**src/dcache_pkg.sv**
```systemverilog
// data cache package
// fixed line and address geometry, the address decode union,
// word and line types and the load type encoding
package dcache_pkg;

    localparam int WORD_BYTES   = 4;
    localparam int LINE_WORDS   = 4;
    localparam int OFFSET_WIDTH = $clog2(LINE_WORDS * WORD_BYTES);  // 4
    localparam int INDEX_WIDTH  = 6;                                 // 64 sets
    localparam int TAG_WIDTH    = 32 - INDEX_WIDTH - OFFSET_WIDTH;   // 22

    typedef logic [8*WORD_BYTES-1:0] word_t;

    // word 0 sits in the low bits
    typedef word_t [LINE_WORDS-1:0] line_t;

    typedef struct packed {
        logic [TAG_WIDTH-1:0]    tag;
        logic [INDEX_WIDTH-1:0]  index;
        logic [OFFSET_WIDTH-1:0] offset;
    } addr_fields_t;

    // raw view for the cpu and memory ports, field view for the arrays
    typedef union packed {
        logic [31:0]  raw;
        addr_fields_t f;
    } addr_u;

    typedef enum logic [2:0] {
        LT_LB,
        LT_LBU,
        LT_LH,
        LT_LHU,
        LT_LW
    } load_type_e;

endpackage

```
**src/dcache_plru.sv**
```systemverilog
// tree pseudo-lru, WAYS-1 bits per set
// node n has children 2n+1 and 2n+2; a set bit points the victim right
`timescale 1ns/1ps

module dcache_plru import dcache_pkg::*; #(
    parameter int WAYS = 4
) (
    input  logic                    clk,
    input  logic                    rst,
    input  addr_u                   lkp_addr,
    input  logic [WAYS-1:0]         hit,
    input  logic                    lru_update,
    output logic [$clog2(WAYS)-1:0] victim_way
);

    localparam int SETS     = 1 << INDEX_WIDTH;
    localparam int WAY_BITS = $clog2(WAYS);

    logic [WAYS-2:0]     tree [SETS];
    logic [WAYS-2:0]     tree_cur;
    logic [WAYS-2:0]     tree_next;
    logic [WAY_BITS-1:0] hit_way;

    assign tree_cur = tree[lkp_addr.f.index];

    always_comb begin
        hit_way = '0;
        for (int w = 0; w < WAYS; w++) begin
            if (hit[w]) hit_way = WAY_BITS'(w);
        end
    end

    // walk the path of the hitting way, flip each node away from it
    always_comb begin
        int node;
        node      = 0;
        tree_next = tree_cur;
        for (int l = 0; l < WAY_BITS; l++) begin
            tree_next[node] = ~hit_way[WAY_BITS-1-l];
            node = 2 * node + 1 + int'(hit_way[WAY_BITS-1-l]);
        end
    end

    // follow the bits down to a leaf
    always_comb begin
        int node;
        int way;
        node = 0;
        way  = 0;
        for (int l = 0; l < WAY_BITS; l++) begin
            way  = 2 * way + int'(tree_cur[node]);
            node = 2 * node + 1 + int'(tree_cur[node]);
        end
        victim_way = WAY_BITS'(way);
    end

    always_ff @(posedge clk) begin
        if (rst) begin
            for (int s = 0; s < SETS; s++) begin
                tree[s] <= '0;
            end
        end else if (lru_update) begin
            tree[lkp_addr.f.index] <= tree_next;
        end
    end

endmodule

```
**config.mk**
```make
export PLATFORM = sky130hd
export DESIGN_NAME = dcache_plru
export DESIGN_NICKNAME = d
export VERILOG_FILES = /design/src/dcache_pkg.sv /design/src/dcache_plru.sv
export SDC_FILE = /design/constraint.sdc
export NUM_CORES = 1
export LEC_CHECK = 0
export BUFFER_PORTS_ARGS = -buffer_cell sky130_fd_sc_hd__buf_2
export CAP_MARGIN = 20
export CORE_MARGIN = 2
export CORE_UTILIZATION = 50
export CTS_BUF_LIST = sky130_fd_sc_hd__clkbuf_16
export CTS_CLUSTER_SIZE = 12
export DETAILED_ROUTE_END_ITERATION = 10
export PLACE_DENSITY = 0.75
export REMOVE_ABC_BUFFERS = 1
export SETUP_SLACK_MARGIN = 0.1
export SYNTH_ARGS = -nofsm -noshare
export SYNTH_HDL_FRONTEND = slang
export SYNTH_SLANG_ARGS = --single-unit
```
**constraint.sdc**
```tcl
create_clock -name clk -period 3.6 [get_ports clk]
set_input_delay 0.9 -clock clk [delete_from_list [all_inputs] [get_ports clk]]
set_output_delay 0.9 -clock clk [all_outputs]
set_load 0.02 [all_outputs]
```
==> run metrics, run 1 <==
DR WL/cell between 20 and 25 um; cell area power density roughly 450 mW/mm2; CP endpoint kind output pin; Post-Synth XOR/XNOR Area 0%; DIE AREA 0.0199 mm2; Fin Clk Skew ~11 ps; fin worst setup slack -375 ps; unrepaired setup endpoints after global routing true; vias around 7,200; core area about 0.019 mm2; share of cells above drive strength 1 about a quarter; Post-CTS Hold Fix Bufs 0; row cnt 50; largest net degree at the start of global routing 65; Post-synth EDFFs about 190; Clk pin slew, worst setup/hold paths approximately 80 ps; clk buf depth 2; Final Critical Period between 3000 and 4000 ps; dominant cell type by area after synthesis edfxtp_1; CP max FO 6; ys async rst share 0%; Worst slew margin roughly 45%; final hold vios 0; worst-skew pair later-pin latency approximately 450 ps; max reg flops ~190; Die W roughly 140 um; WP data required about 2700 ps; Nets a little over 900; Hold Crit Class in2reg; biggest regs tree (192); # port buffers 13; CTS buffer count 17; die height ~140 um; # setup viols final 2; Seq cells post-synth approximately 190; fillers ~1,400; Compound-Gate Fraction of Synth Area approximately 6.6%; Netlist cell types between 50 and 60; RePlAce Congestion 0.913; setup slack, reg-to-reg 970 ps; vias in the first global route 6,971; Top reg by flops tree; DRT iter0 DRCs around 1,100; routed wire length approximately 26,000 um; Min Hold Slack about 1100 ps; mux contribution to synthesized area under 10%; failing checks negative setup slack; status finished with violations; max frequency 0.252 GHz; Root Driver clkbuf_16; Setup crit start kind input port; LEAKAGE slightly above 4 nW; Synth area leaders edfxtp_1, nor3_1, nand2_1; initial cell density of the core about 50%; Clock Sinks about 190; average vias per placed instance around 6.4; Synth Flop Type edfxtp_1; global-route wire length before repair approximately 40,000 um; Ports between 40 and 50; post-synthesis adder-cell area fraction 0%; Final period util 110%; # H-tree levels 4; largest family of logic cells by synthesized area simple AND/OR/NAND/NOR gates; number of synthesis warnings 0; Synth-to-Final Area Change 19.4%; post-synthesis cell area about 0.0094 mm2; antenna cells 0; CTS tree done; DRC 0; GRT overflow 0; WS Path Type in2out; Tot GR Track Use between 20 and 30%; Worst-Margin Slew approximately 830 ps; drt first pass iters 6; simple-gate portion of the synthesized area about 20%; maximum VDD drop 0.355 mV; DRT antenna net count 0; Seq/Total Area, Yosys approximately three fifths; Slew Viols, Final 0; total power approximately 0.005 W; initial antenna violation count 0; HPWL Detailed ~16,000 um; Syn Inst Count between 800 and 900; syn_area_per_cell between 10 and 15 um2; arrival time at the worst endpoint approximately 3100 ps; post-synth top area share between 60% and 70%; Max Cap Viol 0
## per-stage QoR
stage / area [um2] / worst slack (ps) / cells / TNS [ps] / util (%)
3_3_place_gp: 10200 / -561 / 1080 / -870 / 54.9
6_report: 11200 / -375 / 1127 / -646 / 60.4
3_5_place_dp: 10200 / -601 / 1080 / -950 / 54.9
4_1_cts: 11100 / -381 / 1125 / -685 / 59.6
2_1_floorplan: 8990 / -157 / 736 / -13910 / -
5_1_grt: 11200 / -413 / 1127 / -742 / 60.4
## synthesized netlist by cell type, drive strengths merged, types with 2 or more instances
library cell / instances
nand2b: 5
mux2: 6
nor3: 130
mux2i: 38
nor2b: 2
nand3b: 3
nor3b: 3
a31oi: 4
edfxtp: 192
o2bb2ai: 2
a221oi: 15
a22oi: 5
and2: 3
or2: 3
a22o: 4
a21oi: 12
a211oi: 2
mux4: 11
inv: 3
nor2: 78
o22ai: 7
or3b: 11
clkbuf: 37
o21ai: 11
a211o: 3
nand3: 19
buf: 40
nand2: 139
a221o: 2
o31ai: 3
o22a: 6
## power by group
part / switching, W / internal (W)
registers: 0.0000338 / 0.00254
clock network: 0.000883 / 0.000975
logic: 0.000375 / 0.000253
total: 0.00129 / 0.00377
## final timing paths
path         cells after the start       endpoint   startpoint
max                              9  victim_way[0]  lkp_addr[6]
min reg2reg                      8     tree[6][1]  tree[31][1]
min                              2    tree[22][2]       hit[3]
max reg2reg                      8    tree[48][1]  tree[46][1]
## critical path, stage by stage
cell and delay (ps):
buf_16 120, buf_4 130, mux2i_2 260, o32ai_1 150, a222oi_1 370, nand3_1 110, or4_4 540, mux2_4 350
buf_6 140
## logic make-up after synthesis
| family | Yosys count |
|---|---|
| buffers and inverters | 80 |
| multiplexers | 55 |
| AND/OR/NAND/NOR | 401 |
| flip-flops | 192 |
| AO/OA/AOI/OAI | 85 |
## layout make-up
class | instances | area, um2 | area share, %
inverter | 3 | 11.3 | 0.100
timing repair buffer | 125 | 1240 | 11.0
clock buffer | 17 | 425 | 3.79
multi-input combinational | 541 | 3330 | 29.7
sequential | 192 | 5770 | 51.4
tap | 234 | 293 | 2.61
clock inverter | 15 | 154 | 1.37
## repair_timing
action | 4_1_cts | 5_1_grt
buffers inserted | 10 | 3
hold endpoints to repair | 0 | 0
pin swaps | 8 | 6
endpoints found under the setup margin | 2 | 2
gates cloned | 3 | 0
resized for setup | 44 | 21
## placed cells by master, fill, tap and decap left out, types with 4 or more instances in the layout
| cell | n |
|---|---|
| buf_6 | 11 |
| inv_6 | 5 |
| o21ai_0 | 9 |
| mux2i_1 | 34 |
| a221oi_1 | 12 |
| o22a_1 | 6 |
| a22o_1 | 4 |
| mux4_2 | 9 |
| buf_16 | 4 |
| nor3_1 | 119 |
| buf_4 | 85 |
| nand2_1 | 138 |
| a21oi_1 | 12 |
| nor2_1 | 78 |
| nand3_1 | 19 |
| o22ai_1 | 6 |
| or3b_2 | 11 |
| nor3_2 | 10 |
| nand2b_1 | 4 |
| mux2_2 | 4 |
| clkbuf_16 | 17 |
| buf_12 | 14 |
| a22oi_1 | 5 |
| buf_2 | 8 |
| clkinv_4 | 4 |
| edfxtp_1 | 192 |
## per-layer routing
layer | global-route usage, % | up-vias | share of wire (%)
li1 | - | 3168 | -
met1 | 35.6 | 3485 | 37
met2 | 43.3 | 491 | 49
met3 | 5.64 | 80 | 11
met4 | 11.4 | 0 | 3.6
met5 | 0 | - | 0
(Power assumes the default switching activity.)
==> run 2: changes to the inputs <==
--- a/config.mk
+++ b/config.mk
@@ -13,7 +13,6 @@
 export CTS_CLUSTER_SIZE = 12
 export DETAILED_ROUTE_END_ITERATION = 10
 export PLACE_DENSITY = 0.75
-export REMOVE_ABC_BUFFERS = 1
 export SETUP_SLACK_MARGIN = 0.1
 export SYNTH_ARGS = -nofsm -noshare
 export SYNTH_HDL_FRONTEND = slang
==> run 2 against run 1 <==
The flow still finishes with violations (negative setup slack). Core utilization increased by 0.43 points. Register-to-register slack got worse by 90 ps. Wire length increased by 1.5%. Sequential cell count did not move. Count of clock-buffer cells in the layout stayed put. Final cell count grew 1.4%. Fmax is 0.68% higher.
==> run metrics, run 2 (same netlist as run 1, synthesis figures left out) <==
M1 WL roughly 10000 um; commonest cells after routing, fill and taps aside edfxtp_1, nand2_1, nor3_1, buf_4, nor2_1; Post-Layout Cell Count approximately 1,100; final hold vios 0; Die W about 140 um; area of the multi-input gates around 0.0033 mm2; unrepaired setup endpoints after global routing true; initial cell density of the core 50.6%; WS Path Type in2out; Clk pin slew, worst setup/hold paths about 70 ps; fillers ~1,400; DRT iter0 DRCs just over 900; core area around 0.019 mm2; Clock Sinks between 150 and 200; worst-skew pair later-pin latency approximately 450 ps; die height 141 um; Nets around 940; vias in the first global route roughly 7,000; drt first pass iters 5; Ports between 40 and 50; Slew Viols, Final 0; DRT antenna net count 0; antenna cells 0; CP max FO 9; DRC 0; syn nets around 850; vias 7,172; Setup crit start kind input port; LEAKAGE a little over 4 nW; largest net degree at the start of global routing 65; maximum VDD drop approximately 0.32 mV; Max Cap Viol 0; Fin Clk Skew 14.3 ps; Top reg by flops tree; Worst-Margin Slew ~730 ps; arrival time at the worst endpoint ~3100 ps; CTS buffer count 17; Top Metal Used met4; biggest regs tree (192); Setup TNS -638 ps; # setup viols final 2; global-route wire length before repair between 30,000 and 40,000 um; Cells after DPL 1,085; Final Critical Period 3950 ps; max reg flops approximately 190; Root Driver clkbuf_16; # port buffers 13; DR WL/cell ~23 um; failing checks negative setup slack; most common cell after layout, fill and taps aside edfxtp_1; routed wire length between 20,000 and 30,000 um; cell area power density about 440 mW/mm2; Post-CTS Hold Fix Bufs 0; status finished with violations; fin worst setup slack -348 ps; DIE AREA 0.0199 mm2; share of cells above drive strength 1 between 20% and 30%; Storage cell area between 0.005 and 0.006 mm2; initial antenna violation count 0; WP data required about 2700 ps; routed length on met3 ~2400 um; max frequency roughly 0.25 GHz; RePlAce Congestion about 0.86; Hold Crit Class in2reg; clk buf depth 2; DR WL met2 between 10,000 and 15,000 um; HPWL Detailed 16,100 um; row cnt 50; Final period util 110%; GRT overflow 0; average vias per placed instance 6.27; CTS tree done; Worst slew margin just over 50%; CP endpoint kind output pin; Tot GR Track Use a little over a quarter; FF-to-FF path depth 9; # H-tree levels 4; WHS Path Cells 2; Synth-to-Final Area Change 20.3%
## run 2: worst paths after layout
check | from | endpoint | slack, ps
worst max-delay path | lkp_addr[5] | victim_way[0] | -350
worst min-delay path | hit[3] | tree[42][2] | 1030
worst max register to register | tree[43][1] | tree[20][1] | 880
worst min register to register | tree[16][1] | tree[54][1] | 1360
## run 2: cell type report
class | instances | share of cell area [%]
repair buffers | 142 | 11.8
flip-flops and latches | 192 | 51.0
clock inverters | 14 | 1.07
clock buffers | 17 | 3.76
multi-input cells | 541 | 29.6
well taps | 234 | 2.59
inverters | 3 | 0.0997
## run 2: what timing repair did
item | CTS | global route
buffers inserted | 22 | 2
endpoints found under the setup margin | 2 | 2
resized for setup | 44 | 13
cloned | 3 | 0
pin swaps | 10 | 7
## run 2: routing by layer
layer,vias up,track usage (%)
met5,-,0
met4,0,11.0
met3,60,6.59
met2,417,42.3
met1,3510,34.8
li1,3185,-
## run 2: critical path, stage by stage
cell and delay (ps):
buf_16 130, buf_8 130, mux2i_4 240, o32ai_2 120, a222oi_1 400, nand3_1 110, or4_4 540, mux2_4 330
buf_6 130
## run 2: through the flow
step	worst slack, ps	cell area (um2)	total power, W	hold WS [ps]	utilization (%)
2_1_floorplan	-145	9430	0.00295	1030	-
3_3_place_gp	-632	10200	0.00315	1280	55.0
3_5_place_dp	-660	10200	0.00317	1300	55.0
4_1_cts	-293	11200	0.00496	996	60.3
5_1_grt	-378	11300	0.00511	1010	60.8
6_report	-348	11300	0.00499	1030	60.8
## run 2: power by group
| part | total [W] | switching, W | leakage (nW) | internal (W) |
|---|---|---|---|---|
| clock network | 0.00178 | 0.000833 | 0.260 | 0.000945 |
| logic | 0.000639 | 0.000376 | 1.90 | 0.000262 |
| registers | 0.00258 | 0.0000349 | 1.93 | 0.00254 |
