--- src/dcache_pkg.sv ---
// data cache package
// fixed line and address geometry, the address decode union,
// word and line types and the load type encoding
package dcache_pkg;

    localparam int WORD_BYTES   = 4;
    localparam int LINE_WORDS   = 4;
    localparam int OFFSET_WIDTH = $clog2(LINE_WORDS * WORD_BYTES);  // 4
    localparam int INDEX_WIDTH  = 6;                                 // 64 sets
    localparam int TAG_WIDTH    = 32 - INDEX_WIDTH - OFFSET_WIDTH;   // 22

    typedef logic [8*WORD_BYTES-1:0] word_t;

    // word 0 sits in the low bits
    typedef word_t [LINE_WORDS-1:0] line_t;

    typedef struct packed {
        logic [TAG_WIDTH-1:0]    tag;
        logic [INDEX_WIDTH-1:0]  index;
        logic [OFFSET_WIDTH-1:0] offset;
    } addr_fields_t;

    // raw view for the cpu and memory ports, field view for the arrays
    typedef union packed {
        logic [31:0]  raw;
        addr_fields_t f;
    } addr_u;

    typedef enum logic [2:0] {
        LT_LB,
        LT_LBU,
        LT_LH,
        LT_LHU,
        LT_LW
    } load_type_e;

endpackage

--- src/dcache_ctrl.sv ---
// data cache controller
// request register, miss fsm (write-back then refill), array write strobes
`timescale 1ns/1ps

module dcache_ctrl import dcache_pkg::*; #(
    parameter int WAYS = 4
) (
    input  logic                 clk,
    input  logic                 rst,
    input  logic                 req_valid,
    input  logic                 req_op,
    input  addr_u                req_addr,
    input  logic [WORD_BYTES-1:0] req_wstrb,
    input  word_t                req_wdata,
    input  load_type_e           req_load_type,
    input  logic [WAYS-1:0]      hit,
    input  logic                 victim_dirty,
    input  logic [TAG_WIDTH-1:0] victim_tag,
    input  line_t                victim_line,
    input  word_t                load_word,
    input  logic                 mem_rd_rdy,
    input  logic                 mem_ret_valid,
    input  logic                 mem_wr_rdy,
    input  logic                 mem_wr_done,
    output addr_u                lkp_addr,
    output logic                 lkp_op,
    output logic [WORD_BYTES-1:0] lkp_wstrb,
    output word_t                lkp_wdata,
    output load_type_e           lkp_load_type,
    output logic                 tag_we,
    output logic                 data_refill_we,
    output logic                 store_we,
    output logic                 lru_update,
    output logic                 busy,
    output word_t                rdata,
    output logic                 rdata_valid,
    output logic                 mem_rd_req,
    output addr_u                mem_rd_addr,
    output logic                 mem_wr_req,
    output addr_u                mem_wr_addr,
    output line_t                mem_wr_data
);

    typedef enum logic [2:0] {
        LOOKUP,
        MISSDIRTY,
        WRITEBACK,
        MISSCLEAN,
        REFILL,
        REFILLDONE
    } state_e;

    state_e state, state_next;
    logic   lkp_valid;
    logic   lookup_hit;

    assign lookup_hit = (state == LOOKUP) && lkp_valid && (|hit);

    // a miss holds the request until the retried lookup hits
    assign busy = lkp_valid && !lookup_hit;

    always_ff @(posedge clk) begin
        if (rst) begin
            lkp_valid <= 1'b0;
        end else if (!busy) begin
            lkp_valid <= req_valid;
        end
    end

    always_ff @(posedge clk) begin
        if (!busy) begin
            lkp_addr      <= req_addr;
            lkp_op        <= req_op;
            lkp_wstrb     <= req_wstrb;
            lkp_wdata     <= req_wdata;
            lkp_load_type <= req_load_type;
        end
    end

    always_ff @(posedge clk) begin
        if (rst) begin
            state <= LOOKUP;
        end else begin
            state <= state_next;
        end
    end

    always_comb begin
        state_next = state;
        case (state)
            LOOKUP: begin
                if (lkp_valid && !(|hit)) begin
                    state_next = victim_dirty ? MISSDIRTY : MISSCLEAN;
                end
            end
            MISSDIRTY:  if (mem_wr_rdy)    state_next = WRITEBACK;
            WRITEBACK:  if (mem_wr_done)   state_next = MISSCLEAN;
            MISSCLEAN:  if (mem_rd_rdy)    state_next = REFILL;
            REFILL:     if (mem_ret_valid) state_next = REFILLDONE;
            REFILLDONE: state_next = LOOKUP;  // arrays settle, then retry
            default:    state_next = LOOKUP;
        endcase
    end

    assign store_we       = lookup_hit && lkp_op;
    assign lru_update     = lookup_hit;
    assign tag_we         = (state == REFILL) && mem_ret_valid;
    assign data_refill_we = (state == REFILL) && mem_ret_valid;

    assign rdata       = load_word;
    assign rdata_valid = lookup_hit && !lkp_op;

    assign mem_rd_req  = (state == MISSCLEAN);
    assign mem_wr_req  = (state == MISSDIRTY);
    assign mem_wr_data = victim_line;   // arrays are quiet during the miss

    always_comb begin
        mem_rd_addr.f.tag    = lkp_addr.f.tag;
        mem_rd_addr.f.index  = lkp_addr.f.index;
        mem_rd_addr.f.offset = '0;
    end

    // victim line lives at its own tag, same set
    always_comb begin
        mem_wr_addr.f.tag    = victim_tag;
        mem_wr_addr.f.index  = lkp_addr.f.index;
        mem_wr_addr.f.offset = '0;
    end

endmodule

--- config.mk ---
export PLATFORM = sky130hd
export DESIGN_NAME = dcache_ctrl
export DESIGN_NICKNAME = d
export VERILOG_FILES = /design/src/dcache_pkg.sv /design/src/dcache_ctrl.sv
export SDC_FILE = /design/constraint.sdc
export NUM_CORES = 1
export LEC_CHECK = 0
export ABC_AREA = 1
export BUFFER_PORTS_ARGS = -buffer_cell sky130_fd_sc_hd__buf_2
export CAP_MARGIN = 20
export CORE_AREA = 10 10 212 214
export DETAILED_ROUTE_END_ITERATION = 10
export DIE_AREA = 0 0 222 224
export GPL_TIMING_DRIVEN = 0
export SLEW_MARGIN = 20
export SYNTH_ARGS = -nofsm -noshare
export SYNTH_HDL_FRONTEND = slang
export SYNTH_SLANG_ARGS = --single-unit
--- constraint.sdc ---
create_clock -name clk -period 5 [get_ports clk]
set_input_delay 0.5 -clock clk [delete_from_list [all_inputs] [get_ports clk]]
set_output_delay 0.5 -clock clk [all_outputs]
set_load 0.1 [all_outputs]
==> impl_metrics.toml, run 1 <==
[die]
start_util = 0.103
core_area_mm2 = 0.0406
rows = 74
boundaryPins = 570
chipHeight_um = 224
die_w_um = 222
dieArea_mm2 = 0.0497

[detailed_routing]
drc_errors = 0
vias = 3568
ant_nets = 0
drtIter0Drc = 84
dr.pass1.iters = 4
via_per_inst = 2.76
wire_per_inst_um = 15.7
wl_mm = 20.3

[hold_path]
min_path_type = "input port to flip-flop"

[outcome]
status = "complete, no violations"

[timing]
skew_ns = 0.00957
layout_min_cycle_time_ns = 2.89
fmax_mhz = 346
setup-tns-final_ns = 0
drv_slew = 0
maxSlewHeadroom = 0.587
rsz0062_at_grt = "false"
min_period_over_period = 0.578
setup_slack_ns = 2.11
worstMarginPinSlew_ns = 0.624
hold_viol_final = 0
timing.hold.ws_ns = 0.290
setup_violations = 0

[worst_setup_path]
crit_type = "flip-flop to primary output"
crit_fanout = 44
critPathRequiredTime_ns = 4.50
arrival_ns = 2.39
crit_path_end_kind = "primary output"
startpoint_type = "flip-flop"

[clocking]
cts_resized = 0
clkTransAtPathRegs_ns = 0.08
clock_latency_ns = 0.37
hold_buffers = 0
clock_sinks = 76
clockBufferDepth = 2
tritoncts = "done"
cts_root_buf = "clkbuf_16"
cts_made_buffers = 9
cts_setup_buffers = 0
h-tree-depth = 3

[final_layout]
fin_area_mm2 = 0.00714
final_common_cell = "buf_2"
seqCellArea_mm2 = 0.00224
drive_gt1_frac = 0.831
syn_to_final_growth_pct = 70.3
nets = 1020
final_cell_mix = "379 x buf_2, 226 x buf_4, 72 x edfxtp_1, 13 x nor2_1, 10 x inv_1"
fillerInstances = 4528
multi_input_area_um2 = 249

[power_and_ir_drop]
clkPwrFrac = 0.209
p_int_mw = 1.58
p_total_mw = 3.65
p_seq_frac = 0.232
p_leak_nw = 3.70
p_sw_mw = 2.07
combinationalPowerShare = 0.559
worst_ir_drop_vdd_v = 0.000221
sw_frac_of_total = 0.568
p_per_area_mw_per_mm2 = 511

[synth]
yosysSeqAreaShare = 0.534
synth_top_family_by_area = "buffers and inverters"
synthXorXnorAreaFrac = 0
yosys.area_share.adder = 0
ys_warn_count = 0
synthDistinctLibCells = 19
yosys.area_share.simple = 0.0426
synth_compound_area_frac = 0.00775
netlist_area_mm2 = 0.00420
ys_ff_latch = 76
netlist_instances = 356
synth_area_per_cell_um2 = 11.8
synth.area.mux_share = 0

[grt]
track_usage = 0.0763
grt_max_degree = 45
grt_pass1_vias = 4094
grt_overflow = 0
grt_pass1_wl_mm = 27.8
antenna_found_initial = 6

[place]
place_area_mm2 = 0.00682
place.gp.congestion = 0.686
place_ws_ns = 2.25
port_buffers = 379
dp_hpwl_mm = 17.9

[job]
cap_viol_max_count = 0
==> registers in the layout, indices dropped and copies added, names as in the netlist <==
signal and count:
lkp_addr 32, lkp_load_type 3, lkp_op 1, lkp_valid 1
lkp_wdata 32, lkp_wstrb 4, state 3
==> cells in the mapped netlist <==
| cell type | number | area share |
|---|---|---|
| buf_4 | 226 | 0.40 |
| edfxtp_1 | 72 | 0.52 |
| nor2_1 | 13 | 0.012 |
| inv_1 | 10 | 0.0089 |
| nand2_1 | 8 | 0.0072 |
| nand3_1 | 5 | 0.0060 |
| a21oi_1 | 4 | 0.0048 |
| dfxtp_1 | 4 | 0.019 |
| nand2_2 | 4 | 0.0060 |
| conb_1 | 1 | 0.00089 |
| inv_2 | 1 | 0.00089 |
| nand3_2 | 1 | 0.0024 |
| nand3b_1 | 1 | 0.0018 |
| nor2_2 | 1 | 0.0015 |
| nor2_4 | 1 | 0.0027 |
| nor3_1 | 1 | 0.0012 |
| nor3_2 | 1 | 0.0024 |
| o211ai_1 | 1 | 0.0018 |
| o21ai_0 | 1 | 0.0012 |
==> routing by layer <==
| metal | track usage | vias to the layer above | routed length [um] |
|---|---|---|---|
| li1 | - | 1718 | - |
| met3 | 0.0507 | 30 | 2580 |
| met4 | 0.0266 | 10 | 292 |
| met5 | 0 | - | 56 |
| met1 | 0.0731 | 1554 | 7000 |
| met2 | 0.130 | 256 | 10400 |
==> final cells by class <==
cell class                      count  share of cell area
Antenna cell                        1            0.000350
Buffer                            226               0.237
Timing Repair Buffer              380               0.269
Sequential cell                    76               0.314
Clock buffer                        9              0.0315
Tap cell                          532              0.0932
Multi-Input combinational cell     50              0.0349
Inverter                           11             0.00578
Clock inverter                      7              0.0137
==> kinds of logic (layout without fill, tap and decap cells) <==
logic type      count (synthesis)  in the layout
other cells                     1              9
compound gates                  6              6
simple gates                   36             36
flops                          76             76
buf+inv                       237            633
==> power groups by stage <==
stage / combinational [mW] / clock [mW] / sequential, mW
floorplan: 1.25 / 0 / 1.37
global placement: 2.04 / 0 / 0.872
detailed placement: 2.06 / 0 / 0.863
CTS: 2.06 / 0.825 / 0.849
global route: 2.10 / 0.835 / 0.861
finish: 2.04 / 0.764 / 0.847
==> per-stage QoR <==
stage | util | instances
after global placement | 0.167 | 1274
after CTS | 0.176 | 1291
after floorplan | - | 363
after detailed placement | 0.168 | 1275
after global routing | 0.176 | 1291
final | 0.176 | 1292
==> worst max-delay path, cell delays in order, from the launching register on <==
cell     delay, ns
dfxtp_1       0.39
nor3_2        0.27
nand3_1       0.22
nand2_4       0.44
buf_16        0.30
inv_2         0.08
buf_2         0.30
==> worst paths after layout <==
check	start	cells after the start	to	slack [ns]
hold / removal	req_addr[21]	1	lkp_addr[21]	0.29
hold reg to reg	state[1]	2	state[1]	0.64
setup / recovery	state[1]	6	busy	2.11
setup reg to reg	state[1]	4	lkp_addr[30]	2.98
Note: power is estimated with default switching activity, not from simulation.
==> inputs of run 2 (changes only) <==
- ABC_AREA: 1 -> 0
- CORE_AREA: 10 10 212 214 -> 10 10 213 215
- DIE_AREA: 0 0 222 224 -> 0 0 223 225
- clock period: 5 -> 2.5 ns (I/O delays scaled with it)
==> impl_metrics.toml, run 2 <==
[clocking]
clock_latency_ns = 0.34
clockBufferDepth = 2
cts_made_buffers = 9
tritoncts = "done"
hold_buffers = 0
cts_root_buf = "clkbuf_16"
clock_sinks = 76
clkTransAtPathRegs_ns = 0.06
h-tree-depth = 3

[timing]
hold_viol_final = 0
fmax_mhz = 438
worstMarginPinSlew_ns = 0.595
setup_slack_ns = 0.216
layout_min_cycle_time_ns = 2.28
rsz0062_at_grt = "false"
skew_ns = 0.00801
min_period_over_period = 0.914
setup_violations = 0
maxSlewHeadroom = 0.606
drv_slew = 0

[die]
boundaryPins = 570
chipHeight_um = 225
die_w_um = 223
rows = 75
dieArea_mm2 = 0.0502
core_area_mm2 = 0.0414
start_util = 0.100

[synth]
yosysSeqAreaShare = 0.540
netlist_area_mm2 = 0.00415
yosys.area.top_type = "edfxtp_1"
synth_area_leaders = "edfxtp_1 52%, buf_4 41%, dfxtp_1 1.9%"
netlist_instances = 333
synthFlopType = "edfxtp_1"
ys_warn_count = 0
async_reset_ff_frac = 0
synth_most_common_cell = "buf_4"
ys_ff_latch = 76
synth_commonest_cells = "225 x buf_4, 72 x edfxtp_1, 4 x dfxtp_1, 4 x inv_1"
synth_area_per_cell_um2 = 12.5
synth_top_area_share = 0.521
synth_edf_count = 72
synthDistinctLibCells = 26

[job]
cap_viol_max_count = 0

[worst_setup_path]
critPathMaxStageDelay_ns = 0.41
startpoint_type = "flip-flop"
crit_type = "flip-flop to primary output"
path_cells = "clkbuf_1 > o41ai_4 > buf_8 > buf_12 > inv_1 > buf_4"
cp_top_family = "buffers and inverters"
reg2reg_from = "state[2]"
crit_path_end_kind = "primary output"
arrival_ns = 2.03
crit_path_start = "state[2]"
crit_fanout = 26
path_buf_inv = 5
critPathRequiredTime_ns = 2.25
slowest_stage = "o41ai_4"

[detailed_routing]
wl_mm = 24.9
via_per_inst = 2.85
wire_per_inst_um = 19.4
drtIter0Drc = 86
dr.pass1.iters = 4
drc_errors = 0
vias = 3658
ant_nets = 0

[grt]
grt_pass1_vias = 4186
grt_max_degree = 19
grt_pass1_wl_mm = 32.9
track_usage = 0.0919
grt_overflow = 0
antenna_found_initial = 7

[final_layout]
fillerInstances = 4614
drive_gt1_frac = 0.851
syn_to_final_growth_pct = 73.9
final_common_cell = "buf_2"
multi_input_area_um2 = 235
nets = 1001
reg.largest.list = "lkp_addr: 32 flops, lkp_wdata: 32 flops, lkp_wstrb: 4 flops"
final_cell_mix = "378 x buf_2, 228 x buf_4, 72 x edfxtp_1, 9 x clkbuf_16, 8 x conb_1"
fin_area_mm2 = 0.00722
final_util = 0.174
seqCellArea_mm2 = 0.00224

[power_and_ir_drop]
p_leak_nw = 3.73
p_total_mw = 6.00
worst_ir_drop_vdd_v = 0.000723
p_per_area_mw_per_mm2 = 831

[outcome]
status = "complete, no violations"

[place]
place_ws_ns = -0.269
dp_hpwl_mm = 23.1
place_area_mm2 = 0.00684
port_buffers = 379
place.gp.congestion = 0.751

[hold_path]
min_path_type = "input port to flip-flop"
min-delay-start = "req_addr[20]"
-- run 2: changes by cell type in the layout (fill, tap and decap cells not counted), moves of 3 or more --
cell and change:
nand2_1 -6, nand2_2 -4, inv_1 -6, nor2_1 -11, diode_2 +3, nand3_1 -5
-- run 2: layer usage --
layer / up-vias / track usage / routed length, um
met5: - / 0 / 13
met4: 2 / 0.0248 / 247
met3: 17 / 0.0514 / 3360
met2: 339 / 0.177 / 13600
met1: 1626 / 0.0792 / 7640
li1: 1674 / - / -
-- run 2: cells by family (layout without fill, tap and decap cells) --
| kind of cell | count (synthesis) | after routing | synth area share |
|---|---|---|---|
| buffers and inverters | 232 | 632 | 0.414 |
| DFF | 76 | 76 | 0.540 |
| and+or+nand+nor | 14 | 14 | 0.0250 |
| AOI/OAI and AO/OA | 10 | 10 | 0.0205 |
| other | 1 | 12 | 0.000903 |
-- run 2: power by group --
part	leakage (nW)	internal, mW	switching (mW)
clock	0.167	0.977	0.515
combinational	2.78	0.493	2.48
sequential	0.791	1.49	0.0362
-- run 2: worst paths after layout --
path	end	slack (ns)	depth (start not counted)
min	lkp_addr[20]	0.08	1
max	busy	0.22	6
min reg2reg	state[0]	0.59	2
max reg2reg	lkp_addr[11]	0.56	5
-- run 2: through the flow --
stage | std cells | hold WS [ns] | setup TNS [ns]
2_1_floorplan | 340 | 0.319 | -65.93
3_3_place_gp | 1258 | 0.427 | -133.97
3_5_place_dp | 1264 | 0.428 | -2.86
4_1_cts | 1280 | 0.0608 | 0
5_1_grt | 1281 | 0.0627 | 0
6_report | 1283 | 0.0798 | 0
-- run 2: repair_timing --
item / 4_1_cts / 5_1_grt
endpoints found under the setup margin: 23 / 1
setup buffers: 1 / 0
gates resized for setup: 3 / 0
pin swaps: 1 / 0
cloned: 1 / 0
-- run 2: cell type report --
| cell class | count | area share |
|---|---|---|
| Sequential cell | 76 | 0.311 |
| Timing Repair Buffer | 384 | 0.275 |
| Buffer | 228 | 0.238 |
| Tap cell | 539 | 0.0934 |
| Multi-Input combinational cell | 32 | 0.0326 |
| Clock buffer | 10 | 0.0317 |
| Clock inverter | 6 | 0.0156 |
| Inverter | 4 | 0.00208 |
| Antenna cell | 4 | 0.00139 |
