[config.mk]
export PLATFORM = sky130hd
export DESIGN_NAME = dcache_word_align
export DESIGN_NICKNAME = d
export VERILOG_FILES = /design/src/dcache_pkg.sv /design/src/dcache_word_align.sv
export SDC_FILE = /design/constraint.sdc
export NUM_CORES = 1
export LEC_CHECK = 0
export BUFFER_PORTS_ARGS = -buffer_cell sky130_fd_sc_hd__buf_4
export CAP_MARGIN = 20
export CORE_AREA = 4 4 137 139
export DETAILED_ROUTE_END_ITERATION = 10
export DIE_AREA = 0 0 141 143
export GPL_ROUTABILITY_DRIVEN = 0
export PLACE_DENSITY_LB_ADDON = 0.1
export SETUP_SLACK_MARGIN = 0.1
export SLEW_MARGIN = 40
export SYNTH_ARGS = -nofsm -noshare
export SYNTH_HDL_FRONTEND = slang
export SYNTH_SLANG_ARGS = --single-unit
export TNS_END_PERCENT = 30
[constraint.sdc]
create_clock -name vclk -period 2.4
set_input_delay 0.24 -clock vclk [all_inputs]
set_output_delay 0.24 -clock vclk [all_outputs]
set_load 0.01 [all_outputs]
[src/dcache_pkg.sv]
// data cache package
// fixed line and address geometry, the address decode union,
// word and line types and the load type encoding
package dcache_pkg;

    localparam int WORD_BYTES   = 4;
    localparam int LINE_WORDS   = 4;
    localparam int OFFSET_WIDTH = $clog2(LINE_WORDS * WORD_BYTES);  // 4
    localparam int INDEX_WIDTH  = 6;                                 // 64 sets
    localparam int TAG_WIDTH    = 32 - INDEX_WIDTH - OFFSET_WIDTH;   // 22

    typedef logic [8*WORD_BYTES-1:0] word_t;

    // word 0 sits in the low bits
    typedef word_t [LINE_WORDS-1:0] line_t;

    typedef struct packed {
        logic [TAG_WIDTH-1:0]    tag;
        logic [INDEX_WIDTH-1:0]  index;
        logic [OFFSET_WIDTH-1:0] offset;
    } addr_fields_t;

    // raw view for the cpu and memory ports, field view for the arrays
    typedef union packed {
        logic [31:0]  raw;
        addr_fields_t f;
    } addr_u;

    typedef enum logic [2:0] {
        LT_LB,
        LT_LBU,
        LT_LH,
        LT_LHU,
        LT_LW
    } load_type_e;

endpackage

[src/dcache_word_align.sv]
// word select and load extension from the hit line,
// plus the byte-strobe merge of store data into that line
`timescale 1ns/1ps

module dcache_word_align import dcache_pkg::*; (
    input  addr_u                 lkp_addr,
    input  load_type_e            lkp_load_type,
    input  logic [WORD_BYTES-1:0] lkp_wstrb,
    input  word_t                 lkp_wdata,
    input  line_t                 hit_line,
    output word_t                 load_word,
    output line_t                 merged_line
);

    localparam int BYTE_BITS = $clog2(WORD_BYTES);

    logic [OFFSET_WIDTH-BYTE_BITS-1:0] word_sel;
    logic [BYTE_BITS-1:0]              byte_sel;
    word_t                             sel_word;
    word_t                             merged_word;
    logic [7:0]                        sel_byte;
    logic [15:0]                       sel_half;

    assign word_sel = lkp_addr.f.offset[OFFSET_WIDTH-1:BYTE_BITS];
    assign byte_sel = lkp_addr.f.offset[BYTE_BITS-1:0];
    assign sel_word = hit_line[word_sel];
    assign sel_byte = sel_word[8*byte_sel +: 8];
    assign sel_half = sel_word[16*byte_sel[BYTE_BITS-1] +: 16];  // offset bit 0 ignored

    always_comb begin
        case (lkp_load_type)
            LT_LB:   load_word = word_t'($signed(sel_byte));
            LT_LBU:  load_word = word_t'(sel_byte);
            LT_LH:   load_word = word_t'($signed(sel_half));
            LT_LHU:  load_word = word_t'(sel_half);
            default: load_word = sel_word;                    // lw
        endcase
    end

    always_comb begin
        merged_word = sel_word;
        for (int b = 0; b < WORD_BYTES; b++) begin
            if (lkp_wstrb[b]) merged_word[8*b +: 8] = lkp_wdata[8*b +: 8];
        end
        merged_line           = hit_line;
        merged_line[word_sel] = merged_word;
    end

endmodule

==> results of run 1 <==
final cells by class:
| class | count | area, um^2 |
|---|---|---|
| fillers | 1958 | 11300 |
| multi-input cells | 471 | 3360 |
| repair buffers | 354 | 2740 |
| well taps | 229 | 287 |
| inverters | 5 | 18.8 |
per-stage QoR:
stage                     utilization  cells  hold WS [ns]  instance area (um^2)
after global placement          0.361   1059         0.777                  6380
after CTS                       0.362   1059         0.782                  6380
final                           0.362   1059         0.780                  6400
after detailed placement        0.361   1059         0.779                  6380
after floorplan                     -    537         0.626                  3670
after global routing            0.362   1059         0.797                  6400
power breakdown:
| part | total (mW) | switching, mW | internal [mW] |
|---|---|---|---|
| Combinational | 1.70 | 0.873 | 0.829 |
| Sequential | 0 | 0 | 0 |
| Clock | 0 | 0 | 0 |
path summary, 6_finish.rpt:
check         endpoint  slack (ns)
max    merged_line[54]        0.17
min    merged_line[50]        0.78
cells in the final DEF, fill, tap and decap left out:
cell type / n
buf_4: 347
nand2_1: 132
o21ai_0: 96
mux2i_1: 47
mux4_2: 35
nor2_1: 35
a21oi_1: 32
o211ai_1: 16
a22oi_1: 15
o221ai_1: 8
a22o_1: 7
nor2b_1: 6
buf_12: 6
mux4_1: 5
inv_1: 4
o21ai_1: 4
mux2_2: 3
nand3_1: 3
a41oi_1: 3
o31ai_1: 3
a21o_1: 3
nand4_1: 3
o22ai_1: 2
or2_2: 2
nand2b_2: 2
nand2b_1: 1
a2111oi_0: 1
o32a_4: 1
or3_1: 1
clkinv_1: 1
a211o_1: 1
o221ai_2: 1
a221oi_1: 1
mux2i_2: 1
and2_2: 1
buf_6: 1
logic make-up after synthesis:
kind of cell	Yosys count
simple gates	186
mux	91
compound gates	194
buf+inv	66
cells in the mapped netlist (2+ instances only):
library cell  number  share of area
inv_1              4         0.0041
buf_6              4          0.012
o21ai_0           96           0.13
buf_4              3         0.0061
buf_1              6         0.0061
buf_2             11          0.015
mux4_1             5          0.036
buf_12             2          0.011
a41oi_1            3         0.0072
a21o_1             3         0.0061
clkbuf_1          35          0.036
o221ai_1           8          0.019
a22oi_1           15          0.031
o31ai_1            3         0.0061
o211ai_1          16          0.033
mux4_2            35           0.21
o22ai_1            2         0.0034
o21ai_1            4         0.0055
a22o_1             7          0.017
a21oi_1           32          0.044
nand2_1          132           0.13
nand4_1            3         0.0051
nand3_1            3         0.0041
nor2_1            35          0.036
nand2b_1           3         0.0051
nor2b_1            6          0.010
mux2i_1           48           0.13
mux2_2             3         0.0092
critical path, stage by stage:
cell     delay, ns
buf_4         0.21
buf_12        0.22
mux4_2        0.65
mux2i_1       0.32
o21ai_0       0.15
buf_4         0.19
metal layers:
layer / vias to the layer above / part of all wire
met2: 277 / 0.50
met4: 0 / 0.018
li1: 2595 / -
met5: - / 0
met3: 22 / 0.078
met1: 2653 / 0.40
repair_timing:
item,4_1_cts,5_1_grt
gates resized for setup,1,2
setup endpoints to repair,1,27
gates cloned,0,0
==> summary.md, run 1 <==
| Metric | Value |
|---|---|
| # rows | `49` |
| Post-CTS setup buffer count | `0` |
| Peak supply drop | `0.111 mV` |
| Post-Synth Adder-Cell Area | `0` |
| Number of warnings issued by yosys | `0` |
| Met2 Usage GRT | `0.396` |
| RSZ-0062 raised after global routing | `yes` |
| Slew headroom | `0.558` |
| WP data required | `2.16 ns` |
| Worst Hold Class | `primary input to primary output` |
| Total Neg Setup Slack | `0 ns` |
| Post-Syn Nets | `736` |
| Worst Tran Pin Value | `0.663 ns` |
| GRT Max-Usage Layer | `met2` |
| Worst setup SP type | `primary input` |
| Final Critical Period | `2.23 ns` |
| Setup CP Type | `primary input to primary output` |
| Status | `complete, no violations` |
| I/O Pins | `359` |
| CTS Hold Buffers Added | `0` |
| PnR Total Power | `1.70 mW` |
| Post-synth cell types | `38` |
| Clock buffer count | `0` |
| PwrDens | `266 nW/um^2` |
| # setup viols final | `0` |
| Final WS setup | `0.166 ns` |
| Hold Path Depth | `4` |
| Drt first pass iters | `7` |
| Vias in the first global route | `5706` |
| Fin. Hold Viols | `0` |
| Chip width | `141 um` |
| GR Util met3 | `0.0439` |
| Post-Syn Area | `3670 um^2` |
| Avg Inst Size Synth | `6.84 um^2` |
| Drt total wl | `23900 um` |
| Compound-Gate Fraction of Synth Area | `0.316` |
| Cell leakage power | `3.12 nW` |
| Register Area | `0 um^2` |
| Max-cap viol count | `0` |
| 1st-iter DRT viols | `318` |
| Syn-to-layout area delta | `74.3%` |
| Cells after synthesis | `537` |
| Initial antenna violation count | `0` |
| Placeable core area | `17700 um^2` |
| Worst Setup SP | `lkp_addr[2]` |
| Post-synthesis mux area share | `0.390` |
| Fin crit share | `0.931` |
| Routed length per instance | `22.6 um` |
| IO buf count | `331` |
| Post-synthesis xor/xnor area fraction | `0` |
| Fraction of layout cells with a size suffix above 1 | `0.482` |
| Nets | `1031` |
| DP HPWL | `19800 um` |
| First-pass GRT wire length | `34300 um` |
| Total GRT Usage | `0.219` |
| Sequential cells | `0` |
| Setup WS pre-CTS | `0.0750 ns` |
| Met1 usage | `0.273` |
| Die height | `143 um` |
| Largest net degree at the start of global routing | `65` |
| Fmax | `448 MHz` |
| Die area | `20200 um^2` |
| CP Max Fanout | `18` |
| # DRC | `0` |
| Initial Util | `0.208` |
| WP data arrival | `1.99 ns` |
| Seq/Total Area, Yosys | `0` |
| Min-delay src | `hit_line[50]` |
| Final Max Slew Viols | `0` |
| Largest family of logic cells by synthesized area | `multiplexers` |
| Vias/cell | `5.24` |
| Post-Synth Simple-Gate Area | `0.202` |
| Antenna diodes | `0` |
| Final ANT Viol Nets | `0` |
| CP endpoint kind | `primary output` |
| GRT Residual Overflow | `0` |
| DR vias | `5547` |
Note: power is estimated with default switching activity, not from simulation.
==> inputs of run 2 (changes only) <==
--- a/config.mk
+++ b/config.mk
@@ -15,3 +15,3 @@
 export SETUP_SLACK_MARGIN = 0.1
-export SLEW_MARGIN = 40
+export SLEW_MARGIN = 20
 export SYNTH_ARGS = -nofsm -noshare
==> constraint.sdc (replaced) <==
create_clock -name vclk -period 2.4
set_input_delay 0.12 -clock vclk [all_inputs]
set_output_delay 0.12 -clock vclk [all_outputs]
set_load 0.01 [all_outputs]
==> summary.md, run 2 (synthesized netlist as in run 1, its figures left out) <==
| Metric | Value |
|---|---|
| Crit path top cell by count | `buf_4` |
| # DRC | `0` |
| Clock buffer count | `0` |
| # fillers | `1954` |
| Cell chain of the critical path | `buf_6 > buf_12 > buf_4 > mux4_2 > mux2i_1 > o21ai_0 > buf_4` |
| Critical-path top delay cell | `mux4_2` |
| Initial Util | `0.208` |
| Vias in the first global route | `5701` |
| Die height | `143 um` |
| Antenna diodes | `0` |
| WP data arrival | `2.00 ns` |
| Status | `complete, no violations` |
| Fraction of layout cells with a size suffix above 1 | `0.479` |
| Final Max Slew Viols | `0` |
| RSZ-0062 raised after global routing | `no` |
| Final Critical Period | `2.12 ns` |
| Slew headroom | `0.541` |
| Routed length per instance | `22.5 um` |
| Fin crit share | `0.883` |
| Fin. Hold Viols | `0` |
| Die area | `20200 um^2` |
| PnR Total Power | `1.67 mW` |
| Total Neg Setup Slack | `0 ns` |
| Post-CTS setup buffer count | `0` |
| 1st-iter DRT viols | `377` |
| I/O Pins | `359` |
| Cells after DPL | `1050` |
| WP data required | `2.28 ns` |
| PwrDens | `265 nW/um^2` |
| Metal2 WL | `11800 um` |
| Drt total wl | `23600 um` |
| Sequential cells | `0` |
| Commonest non-fill, non-tap cells in the layout | `buf_4, nand2_1, o21ai_0` |
| Chip width | `141 um` |
| Vias/cell | `5.30` |
| CP endpoint kind | `primary output` |
| Peak supply drop | `0.109 mV` |
| Worst setup SP type | `primary input` |
| Routed wl met3 | `2090 um` |
| # rows | `49` |
| GRT Residual Overflow | `0` |
| Placeable core area | `17700 um^2` |
| First-pass GRT wire length | `34300 um` |
| Nets | `1022` |
| DR vias | `5561` |
| Syn-to-layout area delta | `71.2%` |
| Finished Core Util | `0.356` |
| Total GRT Usage | `0.217` |
| Drt first pass iters | `5` |
| DP HPWL | `19400 um` |
| Register Area | `0 um^2` |
| Largest net degree at the start of global routing | `65` |
| Top Layer Used | `met4` |
| Initial antenna violation count | `0` |
| IO buf count | `331` |
| Cell leakage power | `3.06 nW` |
| Max-cap viol count | `0` |
| Non-Filler Instances | `1050` |
| # setup viols final | `0` |
| Worst Tran Pin Value | `0.686 ns` |
| Most common cell after layout, fill and taps aside | `buf_4` |
| CP Max Fanout | `22` |
| Worst Hold Class | `primary input to primary output` |
| Final ANT Viol Nets | `0` |
| Setup CP Type | `primary input to primary output` |
| Fmax | `472 MHz` |
| Max stage delay on crit path | `0.59 ns` |
| Met1 wire length | `9180 um` |
## run 2: area by class of cell
class	count	area [um^2]	share of cell area
timing repair buffer	345	2630	0.419
inverter	5	18.8	0.00299
tap	229	287	0.0456
multi-input combinational	471	3350	0.533
## run 2: power by group
part           total, mW  leakage, nW  switching, mW  internal (mW)
clock network          0            0              0              0
logic               1.67         3.06          0.863          0.806
registers              0            0              0              0
total               1.67         3.06          0.863          0.806
## run 2: path summary, 6_finish.rpt
| check | from | end | slack, ns | depth (start not counted) |
|---|---|---|---|---|
| min | hit_line[1] | merged_line[1] | 0.54 | 4 |
| max | lkp_addr[2] | merged_line[38] | 0.28 | 7 |
## run 2: what timing repair did
| item | in CTS | in global routing |
|---|---|---|
| hold buffers | 0 | 0 |
| endpoints found under the hold margin | 0 | 0 |
| setup endpoints to repair | 0 | 31 |
| resized for setup | 0 | 3 |
## run 2: metal layers
layer	track usage	vias to the layer above
met2	0.390	283
met5	0	-
met4	0.0428	0
met3	0.0536	34
met1	0.266	2666
li1	-	2578
## run 2: critical path, delay by kind of cell
| kind | cells | cell delay, ns |
|---|---|---|
| buffers and inverters | 4 | 0.86 |
| multiplexers | 2 | 0.86 |
| AO/OA/AOI/OAI | 1 | 0.14 |
## run 2: metrics by stage
step                      setup WS [ns]  cell area (um^2)  hold slack (ns)
final                             0.281              6290            0.541
after global routing              0.136              6290            0.564
after global placement            0.216              6280            0.537
after detailed placement          0.164              6280            0.539
after CTS                         0.166              6280            0.544
after floorplan                   0.761              3670            0.386
==> inputs of run 3 (changes only) <==
CORE_AREA = 4 4 138 140   (was 4 4 137 139)
DIE_AREA = 0 0 142 144   (was 0 0 141 143)
clock period = 2.35 ns   (was 2.4 ns; I/O delays follow)
==> summary.md, run 3 (synthesized netlist as in run 1, its figures left out) <==
| Metric | Value |
|---|---|
| Total Neg Setup Slack | `0 ns` |
| Final Instance Area | `6290 um^2` |
| WP data required | `2.23 ns` |
| Fin. Hold Viols | `0` |
| Min-delay src | `hit_line[24]` |
| 1st-iter DRT viols | `393` |
| Met1 usage | `0.271` |
| Vias/cell | `5.25` |
| Setup WS pre-CTS | `0.276 ns` |
| Comb pwr share | `1.000` |
| Fraction of layout cells with a size suffix above 1 | `0.478` |
| DR vias | `5529` |
| Slew headroom | `0.548` |
| Setup CP Type | `primary input to primary output` |
| Commonest non-fill, non-tap cells in the layout | `buf_4, nand2_1, o21ai_0` |
| Max-cap viol count | `0` |
| Fin crit share | `0.887` |
| Final WS setup | `0.265 ns` |
| IO buf count | `331` |
| Antenna diodes | `0` |
| RSZ-0062 raised after global routing | `no` |
| Final Max Slew Viols | `0` |
| Nets | `1026` |
| Cell leakage power | `3.07 nW` |
| Status | `complete, no violations` |
| WP data arrival | `1.97 ns` |
| First-pass GRT wire length | `33900 um` |
| Max stage delay on crit path | `0.51 ns` |
| Drt first pass iters | `5` |
| Post-CTS setup buffer count | `0` |
| Drt total wl | `23600 um` |
| PnR Total Power | `1.71 mW` |
| Register Area | `0 um^2` |
| Chip width | `142 um` |
| I/O Pins | `359` |
| Initial Util | `0.206` |
| Hold Crit Endpoint | `merged_line[24]` |
| PwrDens | `271 nW/um^2` |
| Final ANT Viol Nets | `0` |
| Met2 Usage GRT | `0.377` |
| Clock share of power | `0` |
| CP endpoint kind | `primary output` |
| Syn-to-layout area delta | `71.4%` |
| Hold Path Depth | `4` |
| Clock buffer count | `0` |
| Final Critical Period | `2.08 ns` |
| Initial antenna violation count | `0` |
| CTS Hold Buffers Added | `0` |
| GRT Residual Overflow | `0` |
| Sequential cells | `0` |
| Fmax | `480 MHz` |
| Peak supply drop | `0.102 mV` |
| GRT Max-Usage Layer | `met2` |
| Worst Hold Class | `primary input to primary output` |
| Most common cell after layout, fill and taps aside | `buf_4` |
| # setup viols final | `0` |
| Critical-path top delay cell | `o32a_2` |
| Vias in the first global route | `5652` |
| Cell area after placement | `6290 um^2` |
| Int Pwr | `0.825 mW` |
| Routed length per instance | `22.4 um` |
| Worst Tran Pin Value | `0.678 ns` |
| Flop pwr share | `0` |
| Die area | `20400 um^2` |
| CP Max Fanout | `15` |
| GR Util met3 | `0.0410` |
| # DRC | `0` |
| Post_cts resized | `0` |
| Placeable core area | `17800 um^2` |
| Switch share | `0.517` |
| # rows | `49` |
| Cell chain of the critical path | `buf_4 > mux4_2 > o22ai_1 > o32a_2 > buf_4 > o31ai_1 > buf_4` |
| Worst setup SP type | `primary input` |
| Switching Power | `0.883 mW` |
| Largest net degree at the start of global routing | `65` |
| DP HPWL | `19800 um` |
| Crit path top cell by count | `buf_4` |
| Total GRT Usage | `0.212` |
| Die height | `144 um` |
-- run 3: cell count changes in the layout (fill, tap and decap cells not counted) --
cell	change
buf_4	+6
a211o_1	+1
a211o_2	-1
buf_12	-1
buf_6	-1
mux2i_1	+1
mux2i_2	-1
nor2b_1	+1
nor2b_2	-1
-- run 3: metrics by stage --
step | utilization | cells | hold slack [ns]
final | 0.353 | 1054 | 0.537
after CTS | 0.353 | 1054 | 0.532
after detailed placement | 0.353 | 1054 | 0.530
after global placement | 0.353 | 1054 | 0.531
after floorplan | - | 537 | 0.381
after global routing | 0.353 | 1054 | 0.553
-- run 3: worst max path at each step --
stage / startpoint / to / slack [ns] / cells past startpoint
after floorplan: lkp_addr[3] / merged_line[18] / 0.72 / 6
after global placement: lkp_addr[2] / load_word[13] / 0.30 / 7
after detailed placement: lkp_addr[2] / load_word[10] / 0.28 / 7
after CTS: lkp_addr[2] / load_word[10] / 0.28 / 7
after global routing: lkp_addr[2] / load_word[21] / 0.16 / 6
final: lkp_addr[2] / load_word[9] / 0.27 / 7
-- run 3: per-layer routing --
layer / vias up / wire [um]
met4: 0 / 443
li1: 2588 / -
met2: 256 / 11800
met1: 2662 / 9570
met3: 23 / 1770
met5: - / 0
-- run 3: worst max-delay path, delay by kind of cell --
kind	cells	cell delay, ns
buffers and inverters	3	0.58
muxes	1	0.34
AOI/OAI and AO/OA	3	0.90
-- run 3: cell type report --
cell class | instances | area [um^2]
fill | 1972 | 11500
multi-input combinational | 471 | 3340
timing repair buffer | 349 | 2650
tap | 229 | 287
inverter | 5 | 18.8
-- run 3: power groups by stage --
| stage | combinational, mW | sequential (mW) | clock (mW) |
|---|---|---|---|
| after floorplan | 0.805 | 0 | 0 |
| after global placement | 1.70 | 0 | 0 |
| after detailed placement | 1.72 | 0 | 0 |
| after CTS | 1.72 | 0 | 0 |
| after global routing | 1.84 | 0 | 0 |
| final | 1.71 | 0 | 0 |
